`config.mk`:
```
export PLATFORM = sky130hd
export DESIGN_NAME = icache_way
export DESIGN_NICKNAME = d
export VERILOG_FILES = /design/src/hw/icache_pkg.sv /design/src/hw/icache_way.sv
export SDC_FILE = /design/constraint.sdc
export NUM_CORES = 1
export LEC_CHECK = 0
export BUFFER_PORTS_ARGS = -buffer_cell sky130_fd_sc_hd__buf_2
export CAP_MARGIN = 30
export CELL_PAD_IN_SITES_DETAIL_PLACEMENT = 1
export CELL_PAD_IN_SITES_GLOBAL_PLACEMENT = 1
export CORE_UTILIZATION = 35
export CTS_CLUSTER_SIZE = 12
export DETAILED_ROUTE_END_ITERATION = 10
export PLACE_DENSITY_LB_ADDON = 0.2
export SLEW_MARGIN = 30
export SYNTH_ARGS = -nofsm -noshare
export SYNTH_HDL_FRONTEND = slang
export SYNTH_SLANG_ARGS = --single-unit
```
`constraint.sdc`:
```
create_clock -name Clk -period 8.5 [get_ports Clk]
set_input_delay 1.7 -clock Clk [delete_from_list [all_inputs] [get_ports Clk]]
set_output_delay 1.7 -clock Clk [all_outputs]
set_load 0.02 [all_outputs]
```
`src/hw/icache_pkg.sv`:
```
// Geometry must be powers of two with at least two words per block; byte addressed fetch only
package icache_pkg;

    // Cache geometry
    localparam int ADDR_W      = 32;
    localparam int DATA_W      = 32;
    localparam int NUM_SETS    = 8;
    localparam int NUM_WAYS    = 4;
    localparam int BLOCK_WORDS = 4;

    // Derived field widths
    localparam int BYTE_W   = $clog2(DATA_W / 8);
    localparam int WORD_W   = $clog2(BLOCK_WORDS);
    localparam int SET_W    = $clog2(NUM_SETS);
    localparam int WAY_W    = $clog2(NUM_WAYS);
    localparam int OFFSET_W = WORD_W + BYTE_W;
    localparam int TAG_W    = ADDR_W - SET_W - OFFSET_W;

    // Field positions, address is {tag, set, word, byte}
    localparam int WORD_LSB = BYTE_W;
    localparam int SET_LSB  = OFFSET_W;
    localparam int TAG_LSB  = OFFSET_W + SET_W;

    // Refill controller states
    typedef enum logic [1:0] {
        ST_IDLE    = 2'd0, // Accepting lookups
        ST_REQ     = 2'd1, // Waiting on first beat
        ST_FILL    = 2'd2, // Beats arriving
        ST_RESPOND = 2'd3  // Block written, return the word
    } refill_state_e;

endpackage
```
`src/hw/icache_way.sv`:
```
// One way; tag and data arrays have no reset, only valid bits are cleared
module icache_way (
    input  logic                             Clk,
    input  logic                             arst_n,
    // Lookup side
    input  logic [icache_pkg::SET_W-1:0]     lookup_set,
    input  logic [icache_pkg::TAG_W-1:0]     lookup_tag,
    input  logic [icache_pkg::WORD_W-1:0]    lookup_word,
    // Fill side
    input  logic                             fill_sel,
    input  logic [icache_pkg::SET_W-1:0]     fill_set,
    input  logic [icache_pkg::TAG_W-1:0]     fill_tag,
    input  logic [icache_pkg::WORD_W-1:0]    fill_word,
    input  logic [icache_pkg::DATA_W-1:0]    fill_data,
    input  logic                             fill_start,
    input  logic                             fill_beat,
    input  logic                             fill_last,
    input  logic                             inv_all,
    // Results
    output logic                             way_hit,
    output logic [icache_pkg::NUM_SETS-1:0]  way_valid,
    output logic [icache_pkg::DATA_W-1:0]    way_data
);

    import icache_pkg::*;

    localparam int DEPTH = NUM_SETS * BLOCK_WORDS;

    logic [TAG_W-1:0]    tag_mem  [NUM_SETS];
    logic [DATA_W-1:0]   data_mem [DEPTH];
    logic [NUM_SETS-1:0] valid_q;

    logic [SET_W+WORD_W-1:0] rd_idx;
    logic [SET_W+WORD_W-1:0] wr_idx;

    assign rd_idx = {lookup_set, lookup_word};
    assign wr_idx = {fill_set, fill_word};

    // Combinational compare and read
    assign way_hit   = valid_q[lookup_set] && (tag_mem[lookup_set] == lookup_tag);
    assign way_data  = data_mem[rd_idx];
    assign way_valid = valid_q;

    // Valid bits
    always_ff @(posedge Clk or negedge arst_n) begin
        if (!arst_n) begin
            valid_q <= '0;
        end else if (inv_all) begin
            valid_q <= '0;
        end else if (fill_sel && fill_start) begin
            valid_q[fill_set] <= 1'b0; // Line stays dead until last beat
        end else if (fill_sel && fill_last) begin
            valid_q[fill_set] <= 1'b1;
        end
    end

    // Beat-wise data writes
    always_ff @(posedge Clk) begin
        if (fill_sel && fill_beat) begin
            data_mem[wr_idx] <= fill_data;
        end
    end

    // Tag lands with the last beat
    always_ff @(posedge Clk) begin
        if (fill_sel && fill_last) begin
            tag_mem[fill_set] <= fill_tag;
        end
    end

    // Start and last come from different controller states
    a_start_last_excl: assert property (
        @(posedge Clk) disable iff (!arst_n)
        !(fill_start && fill_last)
    ) else $error("fill_start and fill_last together");

endmodule

```
==> flow_metrics.tcl <==
set metrics [dict create \
    status "complete, but fails checks" \
    failed_checks "design-rule violations" \
    crit_family "buffers and inverters" \
    finalSetupViolCount 0 \
    syn_inst 1932 \
    grt_pass1_vias 23200 \
    hold_viol_final 0 \
    post-route-min-period_ps 6680 \
    hp-class "reg2reg" \
    power.density_mw_per_mm2 232 \
    clk_pin_slew_ps 60 \
    yosys_warnings 0 \
    final.period_utilization_pct 78.6 \
    cp.arrival_ps 4980 \
    cp_max_fo 52 \
    slew_headroom_pct 35.3 \
    postRouteAntennaNets 0 \
    antenna_found_initial 11 \
    die_area_sq_mm 0.136 \
    crit_chain "clkbuf_8, buf_4, mux2_2, a221oi_2, xor2_1, a32oi_1, or4_1, nor4_2, buf_2" \
    rrSetupSlack_ps 7720 \
    cap_violations 0 \
    numCtsBuffers 132 \
    tightest_slew_ps 971 \
    synth-seq-area-share_pct 78.3 \
    synth_ff_type "edfxtp_1" \
    place_inst 3798 \
    wl_microns 123000 \
    cts_buffer_depth 3 \
    syn2layout_area_growth_pct 15.4 \
    insertion_delay_ps 740 \
    cts_tree "yes" \
    crit_path_end_kind "output port" \
    leakage_uw 0.0169 \
    ys_ff_latch 1232 \
    nets 2266 \
    grt-ovfl-total 0 \
    yosys.cell_types.count 38 \
    drt-initial-drc-count 1722 \
    drc 28 \
    synth-async-reset-ratio_pct 0.649 \
    avgRoutedWirePerCell_microns 30.4 \
    peakVddDrop_mv 0.158 \
    finalSetupTns_ps 0 \
    first_pass_iters 7 \
    port-buffer-count 139 \
    path_class "in2out" \
    final_cell_mix "edfxtp_1, mux4_2, clkbuf_16" \
    finish.utilization_pct 40.7 \
    drive_gt1_share_pct 35.5 \
    root_buffer "clkbuf_16" \
    cpPeakStageDelay_ps 620 \
    cts_setup_buffers 0 \
    crit_required_ps 6800 \
    ios 140 \
    gr-usage-all-layers_pct 18.2 \
    die_h_microns 369 \
    syn_avg_cell_area_sq_um 24.4 \
    rsz0062_at_grt "no" \
    grt_pass1_wl_microns 173000 \
    skew_ps 0 \
    slew_violations 0 \
    start_util_pct 35.3 \
    cts_resized 0 \
    start_kind "primary input" \
    htree_levels 4 \
    final_common_cell "edfxtp_1" \
    num_vias 21500 \
    stdcell_count 4024 \
    gp_congestion 0.721 \
    core_area_sq_mm 0.134 \
    rows 134 \
    die_x_microns 369 \
    grt_max_degree 100 \
    slowest_stage "buf_4" \
    critPathBufInv 3 \
    timing.fmax_mhz 150 \
    vias_per_cell 5.33 \
    hold_buffers 0 \
    dp_hpwl_microns 62200 \
    cts.sinks 1232 \
    syn_nets 2031 \
    synth_area_sq_mm 0.0472 \
    synth-edff-count 1224 \
]
==> power by group <==
part	switching [uW]	total [uW]	leakage [uW]	internal, uW
Combinational	370	641	0.00386	270
Clock	2280	5240	0.00189	2960
Sequential	12.8	6750	0.0111	6740
==> registers in the layout, summed over array words and instances (netlist names) <==
signal / count
tag_mem: 200
way_valid: 8
data_mem: 1024
==> metal layers <==
metal	vias to the layer above	part of all wire, %	GRT usage (%)	wire length (microns)
met5	-	0.051	0	63
met4	10	2.0	4.92	2460
met3	164	5.2	3.60	6320
met2	570	51	31.0	62700
met1	11900	42	23.7	50900
li1	8814	-	-	-
==> cell usage after synthesis, types with 2 or more instances <==
master | count | area, sq um
edfxtp_1 | 1224 | 36800
mux4_2 | 344 | 7750
nor2_1 | 60 | 225
mux2_2 | 50 | 563
mux2i_1 | 47 | 470
buf_2 | 43 | 215
clkbuf_1 | 37 | 139
xnor2_1 | 20 | 175
a221oi_1 | 9 | 78.8
nand2_1 | 9 | 33.8
o22ai_1 | 9 | 56.3
dfrtp_1 | 8 | 200
nor3_1 | 8 | 40.0
buf_1 | 7 | 26.3
a22oi_1 | 6 | 45.0
buf_6 | 6 | 67.6
buf_4 | 5 | 37.5
nand3b_1 | 5 | 37.5
nand4_1 | 5 | 31.3
nand3_1 | 3 | 15.0
nor2b_1 | 3 | 18.8
xor2_1 | 3 | 26.3
a21oi_1 | 2 | 10.0
and3_1 | 2 | 12.5
nor4_1 | 2 | 12.5
or3_1 | 2 | 12.5
or3b_2 | 2 | 17.5
==> worst register-to-register path, stage by stage, from the launching register on <==
cell	delay [ps]
dfrtp_1	390
nor2_1	80
nor3_1	220
==> kinds of logic after synthesis <==
kind of cell | Yosys count | share of synthesized area (%)
buffers and inverters | 98 | 1.03
flip-flops | 1232 | 78.3
AND/OR/NAND/NOR | 106 | 1.06
XOR/XNOR | 23 | 0.427
AO/OA/AOI/OAI | 31 | 0.512
multiplexers | 442 | 18.7
==> cell type report <==
cell class                      count  area [sq um]
Timing Repair Buffer              199          1340
Sequential cell                  1232         37000
Fill cell                       12200         79200
Antenna cell                        2          5.00
Tap cell                         1768          2210
Multi-Input combinational cell    602         10000
Clock buffer                      163          3530
Clock inverter                     58           350
==> per-stage QoR <==
step	instance area [sq um]	total power [uW]	setup slack [ps]	hold WS (ps)
finish	54400	12600	1820	596
global placement	50400	7510	1470	583
CTS	54400	12800	1740	600
global route	54400	13000	1580	629
detailed placement	50500	7530	1740	584
floorplan	47200	7260	3100	653
==> final timing paths <==
check | start | cells after the start | to
worst max-delay path | lookup_set[1] | 9 | way_hit
worst min-delay path | way_valid[2] | 2 | way_valid[2]
worst max register to register | way_valid[4] | 2 | way_valid[4]
worst min register to register | way_valid[2] | 2 | way_valid[2]
max in group asynchronous | arst_n | 1 | way_valid[7]
min in group asynchronous | arst_n | 1 | way_valid[2]
No activity file was read; power rests on OpenSTA's default activity.
