File: src/hw/icache_pkg.sv
// Geometry must be powers of two with at least two words per block; byte addressed fetch only
package icache_pkg;

    // Cache geometry
    localparam int ADDR_W      = 32;
    localparam int DATA_W      = 32;
    localparam int NUM_SETS    = 8;
    localparam int NUM_WAYS    = 4;
    localparam int BLOCK_WORDS = 4;

    // Derived field widths
    localparam int BYTE_W   = $clog2(DATA_W / 8);
    localparam int WORD_W   = $clog2(BLOCK_WORDS);
    localparam int SET_W    = $clog2(NUM_SETS);
    localparam int WAY_W    = $clog2(NUM_WAYS);
    localparam int OFFSET_W = WORD_W + BYTE_W;
    localparam int TAG_W    = ADDR_W - SET_W - OFFSET_W;

    // Field positions, address is {tag, set, word, byte}
    localparam int WORD_LSB = BYTE_W;
    localparam int SET_LSB  = OFFSET_W;
    localparam int TAG_LSB  = OFFSET_W + SET_W;

    // Refill controller states
    typedef enum logic [1:0] {
        ST_IDLE    = 2'd0, // Accepting lookups
        ST_REQ     = 2'd1, // Waiting on first beat
        ST_FILL    = 2'd2, // Beats arriving
        ST_RESPOND = 2'd3  // Block written, return the word
    } refill_state_e;

endpackage
File: src/hw/icache_hit_select.sv
// Victim is the lowest invalid way, else the set's round-robin pointer; pointer moves on fill_last
module icache_hit_select (
    input  logic                                                    Clk,
    input  logic                                                    arst_n,
    input  logic [icache_pkg::NUM_WAYS-1:0]                         way_hit,
    input  logic [icache_pkg::NUM_WAYS-1:0][icache_pkg::NUM_SETS-1:0] way_valid,
    input  logic [icache_pkg::NUM_WAYS-1:0][icache_pkg::DATA_W-1:0]   way_data,
    input  logic [icache_pkg::SET_W-1:0]                            lookup_set,
    input  logic [icache_pkg::SET_W-1:0]                            fill_set,
    input  logic                                                    fill_last,
    input  logic [icache_pkg::NUM_WAYS-1:0]                         fill_way_sel,
    output logic                                                    any_hit,
    output logic [icache_pkg::DATA_W-1:0]                           hit_data,
    output logic [icache_pkg::NUM_WAYS-1:0]                         victim_sel
);

    import icache_pkg::*;

    logic [NUM_SETS-1:0][WAY_W-1:0] rr_ptr;
    logic [WAY_W-1:0]               victim_idx;
    logic [WAY_W-1:0]               fill_idx;
    logic                           found_inv;

    assign any_hit = |way_hit;

    // At most one way hits, so an OR mux is enough
    always_comb begin
        hit_data = '0;
        for (int w = 0; w < NUM_WAYS; w++) begin
            if (way_hit[w]) begin
                hit_data = hit_data | way_data[w];
            end
        end
    end

    always_comb begin
        victim_idx = rr_ptr[lookup_set];
        found_inv  = 1'b0;
        for (int w = 0; w < NUM_WAYS; w++) begin
            if (!found_inv && !way_valid[w][lookup_set]) begin
                victim_idx = WAY_W'(w); // First free way wins
                found_inv  = 1'b1;
            end
        end
    end

    assign victim_sel = NUM_WAYS'(1) << victim_idx;

    // One-hot to index
    always_comb begin
        fill_idx = '0;
        for (int w = 0; w < NUM_WAYS; w++) begin
            if (fill_way_sel[w]) begin
                fill_idx = WAY_W'(w);
            end
        end
    end

    always_ff @(posedge Clk or negedge arst_n) begin
        if (!arst_n) begin
            rr_ptr <= '0;
        end else if (fill_last) begin
            rr_ptr[fill_set] <= fill_idx + WAY_W'(1); // Wraps past the last way
        end
    end

    // Tags in one set must never match twice
    a_hit_onehot: assert property (
        @(posedge Clk) disable iff (!arst_n)
        $onehot0(way_hit)
    ) else $error("Multiple ways hit in set %0d", lookup_set);

endmodule

File: config.mk
export PLATFORM = sky130hd
export DESIGN_NAME = icache_hit_select
export DESIGN_NICKNAME = d
export VERILOG_FILES = /design/src/hw/icache_pkg.sv /design/src/hw/icache_hit_select.sv
export SDC_FILE = /design/constraint.sdc
export NUM_CORES = 1
export LEC_CHECK = 0
export BUFFER_PORTS_ARGS = -buffer_cell sky130_fd_sc_hd__buf_2
export CORE_AREA = 2 2 83 85
export DETAILED_ROUTE_END_ITERATION = 10
export DIE_AREA = 0 0 85 87
export PLACE_DENSITY = 0.75
export SLEW_MARGIN = 25
export SYNTH_ARGS = -nofsm -noshare
export SYNTH_HDL_FRONTEND = slang
export SYNTH_SLANG_ARGS = --single-unit
export TNS_END_PERCENT = 20
File: constraint.sdc
create_clock -name Clk -period 2.9 [get_ports Clk]
set_clock_uncertainty 0.2 [all_clocks]
set_input_delay 0.29 -clock Clk [delete_from_list [all_inputs] [get_ports Clk]]
set_output_delay 0.29 -clock Clk [all_outputs]
set_load 0.02 [all_outputs]
==> flow_summary.toml <==
[yosys]
ys_types = 25
synth-seq-cells = 16
syn-cell-area_mm2 = 0.00183
synthTopCellsByCount = "sky130_fd_sc_hd__a22oi_1, sky130_fd_sc_hd__nand2_1, sky130_fd_sc_hd__mux2_2, sky130_fd_sc_hd__clkbuf_1, sky130_fd_sc_hd__dfrtp_1"
ys.warnings.count = 0
sequential_area_share_after_synthesis_pct = 21.9
synthesis.instances = 191
netlist.area_leader.share_pct = 26.3
synth.top_cells.by_area = "sky130_fd_sc_hd__a22oi_1, sky130_fd_sc_hd__dfrtp_1, sky130_fd_sc_hd__mux4_1"
synthesis.area_per_instance_um2 = 9.58
synthMostInstantiatedCell = "sky130_fd_sc_hd__a22oi_1"
synthFlopType = "sky130_fd_sc_hd__dfrtp_1"
synth.largest_area_cell = "sky130_fd_sc_hd__a22oi_1"
edff_count_synth = 0
postSynthNetCount = 368
synth-async-reset-ratio_pct = 100

[sta]
final-max-slew-violation-count = 0
timing.slew.headroom_pct = 59.5
least_margin_pin_slew_ns = 0.608
layout_worst_path_cycle_share_pct = 85.7
post_layout_min_period_ns = 2.49
setup_ws_ns = 0.414
rsz0062_at_grt = "false"
report.final.setup_viol = 0
achievable-frequency_mhz = 402
final.setup.tns_ns = 0
hold_viol = 0

[placed_design]
dp_slack_ns = 0.424
port_buffers = 212
detailedPlacementHpwl_mm = 7.07
gpl.final_weighted_congestion = 0.837
place_inst = 464

[clock_tree]
cts-root-to-sink-buffers = 2
clk_pin_slew_ns = 0.06
cts_sinks = 16
source_to_sink_clock_delay_at_the_later_pin_of_the_worst_skew_pair_ns = 0.25
cts_tree = "done"
ctsResizeCount = 0
clock_tree.root_cell = "sky130_fd_sc_hd__clkbuf_8"
cts-htree-levels = 1
cts_made_buffers = 3
setup_fix_buffers_added_after_clock_tree_synthesis = 0

[route]
first_pass_iters = 4
routed_antenna_nets = 0
vias = 2476
detail_route.wirelength_mm = 8.35
wl_per_cell_um = 17.8
detail_route.iter0.violations = 73
drc = 0
routed_via_density = 5.29

[global_routing]
gr-usage-all-layers_pct = 21.1
globalRouteOverflowTotal = 0
largest_net_degree_at_the_start_of_global_routing = 34
number_of_antenna_violations_at_the_first_check_in_global_routing = 1
grt_pass1_wl_mm = 12.0
grt_pass1_vias = 2344

[critical_path]
path_max_fanout = 12
data_arrival_time_of_the_critical_path_ns = 2.00
reg2reg_depth = 1
endpoint_kind = "output port"
crit_required_ns = 2.41
timing.setup.critical_path_class = "primary input to output port"
worstSetupStartpointType = "primary input"

[floorplanning]
die_h_um = 87
dieArea_mm2 = 0.00740
fp.dieW_um = 85
placement_rows = 30
initial_core_utilization_pct = 27.8
io_pins = 214
core_area_mm2 = 0.00657

[cells_and_area]
antenna_cells = 0
largest_reg_flops = 16
growth_of_design_area_from_synthesis_to_finish_pct = 61.9
sequential_cell_area_um2 = 400
finish.net_count = 567
layoutNonFillerInstCount = 468
area_taken_by_multi_input_logic_gates_mm2 = 0.00135
num-fill-cells = 664
max_flop_register = "rr_ptr"
biggestRegsByFlops = "rr_ptr (16)"
drive_gt1_share_pct = 61.1

[power]
peak_supply_drop_v = 0.000303
total_power_uw = 965
static-leakage-power_nw = 1.57
pwr_per_cell_area_mw_per_mm2 = 326

[status]
run_status = "complete, no violations"

[hold_path]
holdCritPathClass = "primary input to asynchronous set/reset pin"

[run]
max-cap-violations = 0
[cell type report]
cell class	count	share of cell area (%)
timing repair buffer	213	36.2
tap	80	3.38
multi-input combinational	155	45.4
sequential	16	13.5
inverter	1	0.127
clock buffer	3	1.39
[power breakdown]
group | total (mW) | internal, mW | switching [mW]
Sequential | 0.295 | 0.272 | 0.0231
Clock | 0.164 | 0.0921 | 0.0721
Combinational | 0.505 | 0.257 | 0.248
[worst paths after layout]
kind                                from            end  slack [ns]
max reg2reg                    rr_ptr[3]      rr_ptr[3]        1.94
max                        lookup_set[0]  victim_sel[3]        0.41
min                               arst_n      rr_ptr[0]        0.28
min in group Clk             fill_set[2]     rr_ptr[11]        0.28
max in group asynchronous         arst_n     rr_ptr[15]        1.95
min reg2reg                   rr_ptr[13]     rr_ptr[13]        0.30
[layout by cell type, fill, tap and decap left out]
cell type and count:
sky130_fd_sc_hd__a21boi_1 1, sky130_fd_sc_hd__a21oi_1 2, sky130_fd_sc_hd__a22oi_1 64, sky130_fd_sc_hd__buf_2 212, sky130_fd_sc_hd__clkbuf_8 3, sky130_fd_sc_hd__dfrtp_1 16
sky130_fd_sc_hd__dlygate4sd3_1 1, sky130_fd_sc_hd__inv_1 1, sky130_fd_sc_hd__mux2_2 20, sky130_fd_sc_hd__mux2i_1 1, sky130_fd_sc_hd__mux2i_4 2, sky130_fd_sc_hd__mux4_1 12
sky130_fd_sc_hd__nand2_1 35, sky130_fd_sc_hd__nand2b_1 1, sky130_fd_sc_hd__nand3_1 1, sky130_fd_sc_hd__nand3b_1 1, sky130_fd_sc_hd__nand4_1 1, sky130_fd_sc_hd__nand4b_1 3
sky130_fd_sc_hd__nand4bb_1 1, sky130_fd_sc_hd__nor2_1 2, sky130_fd_sc_hd__nor3_1 3, sky130_fd_sc_hd__nor3b_1 2, sky130_fd_sc_hd__o21a_1 1, sky130_fd_sc_hd__o21ai_1 1
sky130_fd_sc_hd__or4_1 1
[what timing repair did]
item,4_1_cts,5_1_grt
endpoints found under the hold margin,16,0
endpoints found under the setup margin,0,0
hold buffers,1,0
[per-layer routing]
metal  global-route usage (%)  vias up  share of wire (%)  wire [um]
met3                     3.70       14                8.6        716
met2                     36.7      140                 49       4110
met5                        0        -               0.19         16
met1                     27.0     1142                 40       3360
li1                         -     1178                  -          -
met4                     6.06        2                1.9        157
[cell families (layout without fill, tap and decap cells)]
kind of cell	count (synthesis)	in the layout	synth area share, %
AO/OA/AOI/OAI	69	69	27.9
buffers and inverters	20	217	4.58
flip-flops	16	16	21.9
multiplexers	35	35	32.6
AND/OR/NAND/NOR	51	51	13.1
[worst max-delay path: stages]
cell and delay (ns):
sky130_fd_sc_hd__buf_2 0.31, sky130_fd_sc_hd__mux4_1 0.62, sky130_fd_sc_hd__mux2_2 0.33, sky130_fd_sc_hd__o21a_1 0.12, sky130_fd_sc_hd__nor3_1 0.13, sky130_fd_sc_hd__buf_2 0.19
[metrics by stage]
stage	utilization (%)	area (um2)	hold WS [ns]
after floorplan	-	1830	-0.206
after global placement	44.3	2910	0.0108
after detailed placement	44.3	2910	0.0248
after CTS	45.1	2960	0.280
after global routing	45.1	2960	0.304
final	45.1	2960	0.280
Note: power is estimated with default switching activity, not from simulation.
