[config.mk]
export PLATFORM = sky130hd
export DESIGN_NAME = icache_refill
export DESIGN_NICKNAME = d
export VERILOG_FILES = /design/src/hw/icache_pkg.sv /design/src/hw/icache_refill.sv
export SDC_FILE = /design/constraint.sdc
export NUM_CORES = 1
export LEC_CHECK = 0
export BUFFER_PORTS_ARGS = -buffer_cell sky130_fd_sc_hd__buf_2
export CORE_MARGIN = 8
export CORE_UTILIZATION = 45
export CTS_CLUSTER_DIAMETER = 120
export DETAILED_ROUTE_END_ITERATION = 10
export PLACE_DENSITY = 0.87
export SLEW_MARGIN = 30
export SYNTH_ARGS = -nofsm -noshare
export SYNTH_HDL_FRONTEND = slang
export SYNTH_SLANG_ARGS = --single-unit
export TNS_END_PERCENT = 50
[constraint.sdc]
create_clock -name Clk -period 7.81 [get_ports Clk]
set_input_delay 0.3905 -clock Clk [delete_from_list [all_inputs] [get_ports Clk]]
set_output_delay 0.3905 -clock Clk [all_outputs]
set_load 0.01 [all_outputs]
[src/hw/icache_pkg.sv]
// Geometry must be powers of two with at least two words per block; byte addressed fetch only
package icache_pkg;

    // Cache geometry
    localparam int ADDR_W      = 32;
    localparam int DATA_W      = 32;
    localparam int NUM_SETS    = 8;
    localparam int NUM_WAYS    = 4;
    localparam int BLOCK_WORDS = 4;

    // Derived field widths
    localparam int BYTE_W   = $clog2(DATA_W / 8);
    localparam int WORD_W   = $clog2(BLOCK_WORDS);
    localparam int SET_W    = $clog2(NUM_SETS);
    localparam int WAY_W    = $clog2(NUM_WAYS);
    localparam int OFFSET_W = WORD_W + BYTE_W;
    localparam int TAG_W    = ADDR_W - SET_W - OFFSET_W;

    // Field positions, address is {tag, set, word, byte}
    localparam int WORD_LSB = BYTE_W;
    localparam int SET_LSB  = OFFSET_W;
    localparam int TAG_LSB  = OFFSET_W + SET_W;

    // Refill controller states
    typedef enum logic [1:0] {
        ST_IDLE    = 2'd0, // Accepting lookups
        ST_REQ     = 2'd1, // Waiting on first beat
        ST_FILL    = 2'd2, // Beats arriving
        ST_RESPOND = 2'd3  // Block written, return the word
    } refill_state_e;

endpackage
[src/hw/icache_refill.sv]
// One request in flight; core holds its fetch until fetch_ready, memory returns beats in order
module icache_refill (
    input  logic                             Clk,
    input  logic                             arst_n,
    // Core side
    input  logic                             fetch_valid,
    input  logic [icache_pkg::ADDR_W-1:0]    fetch_addr,
    input  logic                             mispredict,
    input  logic                             invalidate,
    output logic                             fetch_ready,
    output logic [icache_pkg::DATA_W-1:0]    fetch_instr,
    // Memory side
    input  logic [icache_pkg::DATA_W-1:0]    mem_data,
    input  logic                             mem_valid,
    output logic                             mem_req,
    output logic [icache_pkg::ADDR_W-1:0]    mem_addr,
    // From hit select
    input  logic                             any_hit,
    input  logic [icache_pkg::DATA_W-1:0]    hit_data,
    input  logic [icache_pkg::NUM_WAYS-1:0]  victim_sel,
    // To the ways
    output logic [icache_pkg::SET_W-1:0]     lookup_set,
    output logic [icache_pkg::TAG_W-1:0]     lookup_tag,
    output logic [icache_pkg::WORD_W-1:0]    lookup_word,
    output logic [icache_pkg::SET_W-1:0]     fill_set,
    output logic [icache_pkg::TAG_W-1:0]     fill_tag,
    output logic [icache_pkg::WORD_W-1:0]    fill_word,
    output logic [icache_pkg::DATA_W-1:0]    fill_data,
    output logic                             fill_start,
    output logic                             fill_beat,
    output logic                             fill_last,
    output logic [icache_pkg::NUM_WAYS-1:0]  fill_way_sel,
    output logic                             inv_all
);

    import icache_pkg::*;

    refill_state_e       state;
    logic [ADDR_W-1:0]   miss_addr;
    logic [NUM_WAYS-1:0] victim_q;
    logic [WORD_W-1:0]   beat_cnt;

    logic                lookup_en;
    logic                take_beat;
    logic                respond_now;
    logic [ADDR_W-1:0]   cur_addr;

    // Lookups are blocked while the previous answer is on the bus
    assign lookup_en = (state == ST_IDLE) && fetch_valid && !fetch_ready
                       && !mispredict && !invalidate;

    // Idle looks at the core, otherwise the miss being serviced
    assign cur_addr    = (state == ST_IDLE) ? fetch_addr : miss_addr;
    assign lookup_set  = cur_addr[SET_LSB +: SET_W];
    assign lookup_tag  = cur_addr[TAG_LSB +: TAG_W];
    assign lookup_word = cur_addr[WORD_LSB +: WORD_W];

    assign take_beat = ((state == ST_REQ) || (state == ST_FILL)) && mem_valid && !mispredict;

    assign fill_beat    = take_beat;
    assign fill_last    = take_beat && (beat_cnt == WORD_W'(BLOCK_WORDS - 1));
    assign fill_set     = miss_addr[SET_LSB +: SET_W];
    assign fill_tag     = miss_addr[TAG_LSB +: TAG_W];
    assign fill_word    = beat_cnt;
    assign fill_data    = mem_data;
    assign fill_way_sel = victim_q;

    assign inv_all = invalidate && (state == ST_IDLE);

    assign mem_addr = {miss_addr[ADDR_W-1:OFFSET_W], {OFFSET_W{1'b0}}}; // Block aligned

    // Hit in idle, or refilled word read back through the hit path
    assign respond_now = !mispredict
                         && ((lookup_en && any_hit) || (state == ST_RESPOND));

    always_ff @(posedge Clk or negedge arst_n) begin
        if (!arst_n) begin
            state       <= ST_IDLE;
            miss_addr   <= '0;
            victim_q    <= '0;
            beat_cnt    <= '0;
            mem_req     <= 1'b0;
            fill_start  <= 1'b0;
            fetch_ready <= 1'b0;
        end else begin
            fetch_ready <= respond_now;
            fill_start  <= 1'b0;
            if (mispredict) begin
                // Drop the held request and leave the victim invalid
                state    <= ST_IDLE;
                mem_req  <= 1'b0;
                beat_cnt <= '0;
            end else begin
                case (state)
                    ST_IDLE: begin
                        if (lookup_en && !any_hit) begin
                            miss_addr  <= fetch_addr;
                            victim_q   <= victim_sel;
                            beat_cnt   <= '0;
                            mem_req    <= 1'b1;
                            fill_start <= 1'b1; // Kills the victim line
                            state      <= ST_REQ;
                        end
                    end
                    ST_REQ: begin
                        if (take_beat) begin
                            beat_cnt <= beat_cnt + WORD_W'(1);
                            state    <= ST_FILL;
                        end
                    end
                    ST_FILL: begin
                        if (take_beat) begin
                            beat_cnt <= beat_cnt + WORD_W'(1);
                        end
                        if (fill_last) begin
                            mem_req <= 1'b0;
                            state   <= ST_RESPOND;
                        end
                    end
                    ST_RESPOND: begin
                        state <= ST_IDLE;
                    end
                    default: begin
                        state <= ST_IDLE;
                    end
                endcase
            end
        end
    end

    always_ff @(posedge Clk) begin
        if (respond_now) begin
            fetch_instr <= hit_data;
        end
    end

    // Address must not move under the memory controller
    a_mem_addr_stable: assert property (
        @(posedge Clk) disable iff (!arst_n)
        mem_req && $past(mem_req) |-> $stable(mem_addr)
    ) else $error("mem_addr changed while mem_req held");

    // Beat counter and state must agree on the last beat
    a_last_in_fill: assert property (
        @(posedge Clk) disable iff (!arst_n)
        fill_last |-> (state == ST_FILL)
    ) else $error("fill_last outside ST_FILL");

endmodule

==> flow_summary_export.csv <==
group,metric,value,unit
status,status,"completed",
final_layout,mostFrequentLayoutCell,"buf_2",
power,vdd_drop_max,177,µV
clocking,cts_sinks,73,
power,power_switching,0.000595,W
grt,grt_first_pass_wirelength,14400,µm
clocking,cts_buffers,9,
logic_synthesis,avgSynthCellArea,13.9,µm²
worst_setup_path,cp_num_buf_inv,2,
grt,grt_max_degree,42,
floorplan,die_h,109,µm
routing,antenna_left,0,
power,power_density,365,nW/µm²
grt,grt_pass1_vias,2741,
worst_setup_path,cp_max_fo,35,
routing,wl_per_cell,18.7,µm
logic_synthesis,synthCells,281,
timing,tightest_slew,652,ps
logic_synthesis,ys_types,29,
timing,fin_crit,2830,ps
timing,slew_headroom,56.6,%
logic_synthesis,synth_warnings,0,
grt,antenna_found_initial,1,
clocking,cts-resized-gates,0,
power,power.internal,0.00106,W
grt,grt_use_total,15.6,%
worst_setup_path,critPathMaxStageDelay,500,ps
routing,firstDrtPassIters,4,
timing,finalCritPeriodShare,36.2,%
power,p_leak,2.31,nW
worst_setup_path,worst-endpoint-arrival,3060,ps
timing,finalMaxSlewViolations,0,
final_layout,stdcell_area,4540,µm²
placement,port-buffer-count,202,
placement,hpwl,7510,µm
final_layout,area_growth,16.2,%
worst_setup_path,critPathKind,"reg2reg",
worst_setup_path,reg2reg_slack,4980,ps
power,swShare,35.9,%
logic_synthesis,synth_ff_type,"dfrtp_1",
worst_setup_path,regToRegEndpoint,"miss_addr[7]$_DFFE_PN0P_",
power,power_frac_clock,18.0,%
timing,hold_viol,0,
routing,drt_wl_total,9580,µm
clocking,cts_tree,"yes",
power,seq_power_share,36.6,%
timing,worst_clock_skew,12.5,ps
logic_synthesis,synth_area,3910,µm²
routing,initialDrtViolationCount,81,
routing,routed-via-count,2442,
clocking,clockBufferDepth,2,
worst_setup_path,timing.rr.start,"state[1]$_DFFE_PN0P_",
clocking,root_buffer,"clkbuf_8",
floorplan,num_rows,34,
final_layout,final_nets,512,
timing,fin_setup_tns,0,ps
worst_setup_path,crit_path_start_kind,"register",
timing,max_freq,0.353,GHz
timing,setup_viol,0,
worst_setup_path,cp.required,8040,ps
timing,hold_slack,19.6,ps
worst_setup_path,critPathLaunch,"state[1]$_DFFE_PN0P_",
timing,rsz0062_at_grt,"no",
logic_synthesis,async_flop_share,56.2,%
worst_setup_path,rr_worst_depth,6,
placement,placed_area,4340,µm²
floorplan,pin_count,273,
floorplan,dieWidth,109,µm
power,pwr-share-comb,45.5,%
routing,drc_errors,0,
floorplan,start_util,45.7,%
logic_synthesis,yosysSeqAreaShare,50.9,%
clocking,cts_setup_buffers,0,
worst_setup_path,cp_top_family,"simple AND/OR/NAND/NOR gates",
worst_setup_path,worst_setup_path_end_kind,"register",
placement,routabilityCongestion,0.748,
clocking,ctsHoldBuffers,0,
final_layout,drive_above_1_share,71.8,%
clocking,clk_pin_slew,80,ps
floorplan,dieArea,11900,µm²
routing,viasPerCell,4.76,
job,drv_cap,0,
floorplan,coreArea,8550,µm²
clocking,ctsHtreeMaxLevel,3,
final_layout,mostFrequentLayoutCells,"201 x buf_2, 41 x dfrtp_1, 37 x mux2_2",
worst_hold_path,hold_class,"in2async",
logic_synthesis,synth_edf_count,32,
worst_setup_path,cp_cell_sequence,"inv_1, ha_1, buf_4, nor2b_1, nand2_4, mux2_4",
grt,grt_remaining_overflow,0,
clocking,clk_latency,340,ps
logic_synthesis,ys_ff_latch,73,
worst_setup_path,crit_path_top_delay_cell,"ha_1",
layout make-up:
cell class	count	area [µm²]
diodes	1	2.50
well taps	108	135
repair buffers	204	1030
clock inverters	5	56.3
inverters	5	18.8
fillers	713	4010
clock buffers	11	141
flip-flops and latches	73	1990
multi-input cells	106	1170
cells in the mapped netlist (2+ instances only):
library cell  number  area (µm²)
mux2_2            37         417
dfrtp_1           41        1030
nor2b_1            3        18.8
nand2b_1           2        12.5
buf_6              3        33.8
clkbuf_1           3        11.3
o2111ai_1          2        17.5
edfxtp_1          32         961
and2_1             3        18.8
ha_1               6        75.1
mux2_4            29         435
buf_4             92         691
mux2i_1            2        20.0
nand3_1            3        15.0
nor2_1             3        11.3
inv_1              5        18.8
o22ai_1            2        12.5
o311ai_0           2        17.5
layer usage:
layer,track usage [%],wire length [µm],share of wire [%],up-vias
met5,0,0,0,-
met4,8.29,237,2.5,0
met3,6.26,1170,12,22
met2,25.6,4620,48,150
met1,16.9,3550,37,1154
li1,-,-,-,1116
state kept, by name (all words and copies together), names as in the netlist:
signal / cells
fetch_instr: 32
miss_addr: 30
fill_way_sel: 4
fill_word: 2
state: 2
fetch_ready: 1
fill_start: 1
mem_req: 1
metrics by stage:
stage          total power [W]  std cells  worst slack, ps  util, %
3_5_place_dp           0.00138        496             4940     50.7
2_1_floorplan          0.00126        284             4710        -
3_3_place_gp           0.00136        496             5040     50.7
5_1_grt                0.00177        513             4760     53.1
6_report               0.00166        513             4980     53.1
4_1_cts                0.00169        512             4920     53.0
kinds of logic (layout without fill, tap and decap cells):
logic type | Yosys count | count (layout) | synth area share (%)
AOI/OAI and AO/OA | 10 | 10 | 2.05
and+or+nand+nor | 18 | 18 | 3.20
buffers and inverters | 105 | 225 | 19.5
other | 1 | 5 | 0.0960
DFF | 73 | 73 | 50.9
adders and majority gates | 6 | 6 | 1.92
muxes | 68 | 68 | 22.3
power groups by stage:
stage | Clock (W) | Combinational [W] | Sequential, W
final | 0.000298 | 0.000753 | 0.000606
after global routing | 0.000327 | 0.000815 | 0.000624
after detailed placement | 0 | 0.000774 | 0.000610
after floorplan | 0 | 0.000650 | 0.000607
after global placement | 0 | 0.000758 | 0.000602
after CTS | 0.000307 | 0.000773 | 0.000607
worst max path at each step:
| stage | to | slack [ps] | depth (start not counted) |
|---|---|---|---|
| 2_1_floorplan | fetch_instr[0]$_DFFE_PP_ | 4710 | 6 |
| 3_3_place_gp | miss_addr[8]$_DFFE_PN0P_ | 5040 | 6 |
| 3_5_place_dp | miss_addr[3]$_DFFE_PN0P_ | 4940 | 6 |
| 4_1_cts | miss_addr[7]$_DFFE_PN0P_ | 4920 | 6 |
| 5_1_grt | miss_addr[28]$_DFFE_PN0P_ | 4760 | 6 |
| 6_report | miss_addr[7]$_DFFE_PN0P_ | 4980 | 6 |
Note: power is estimated with default switching activity, not from simulation.
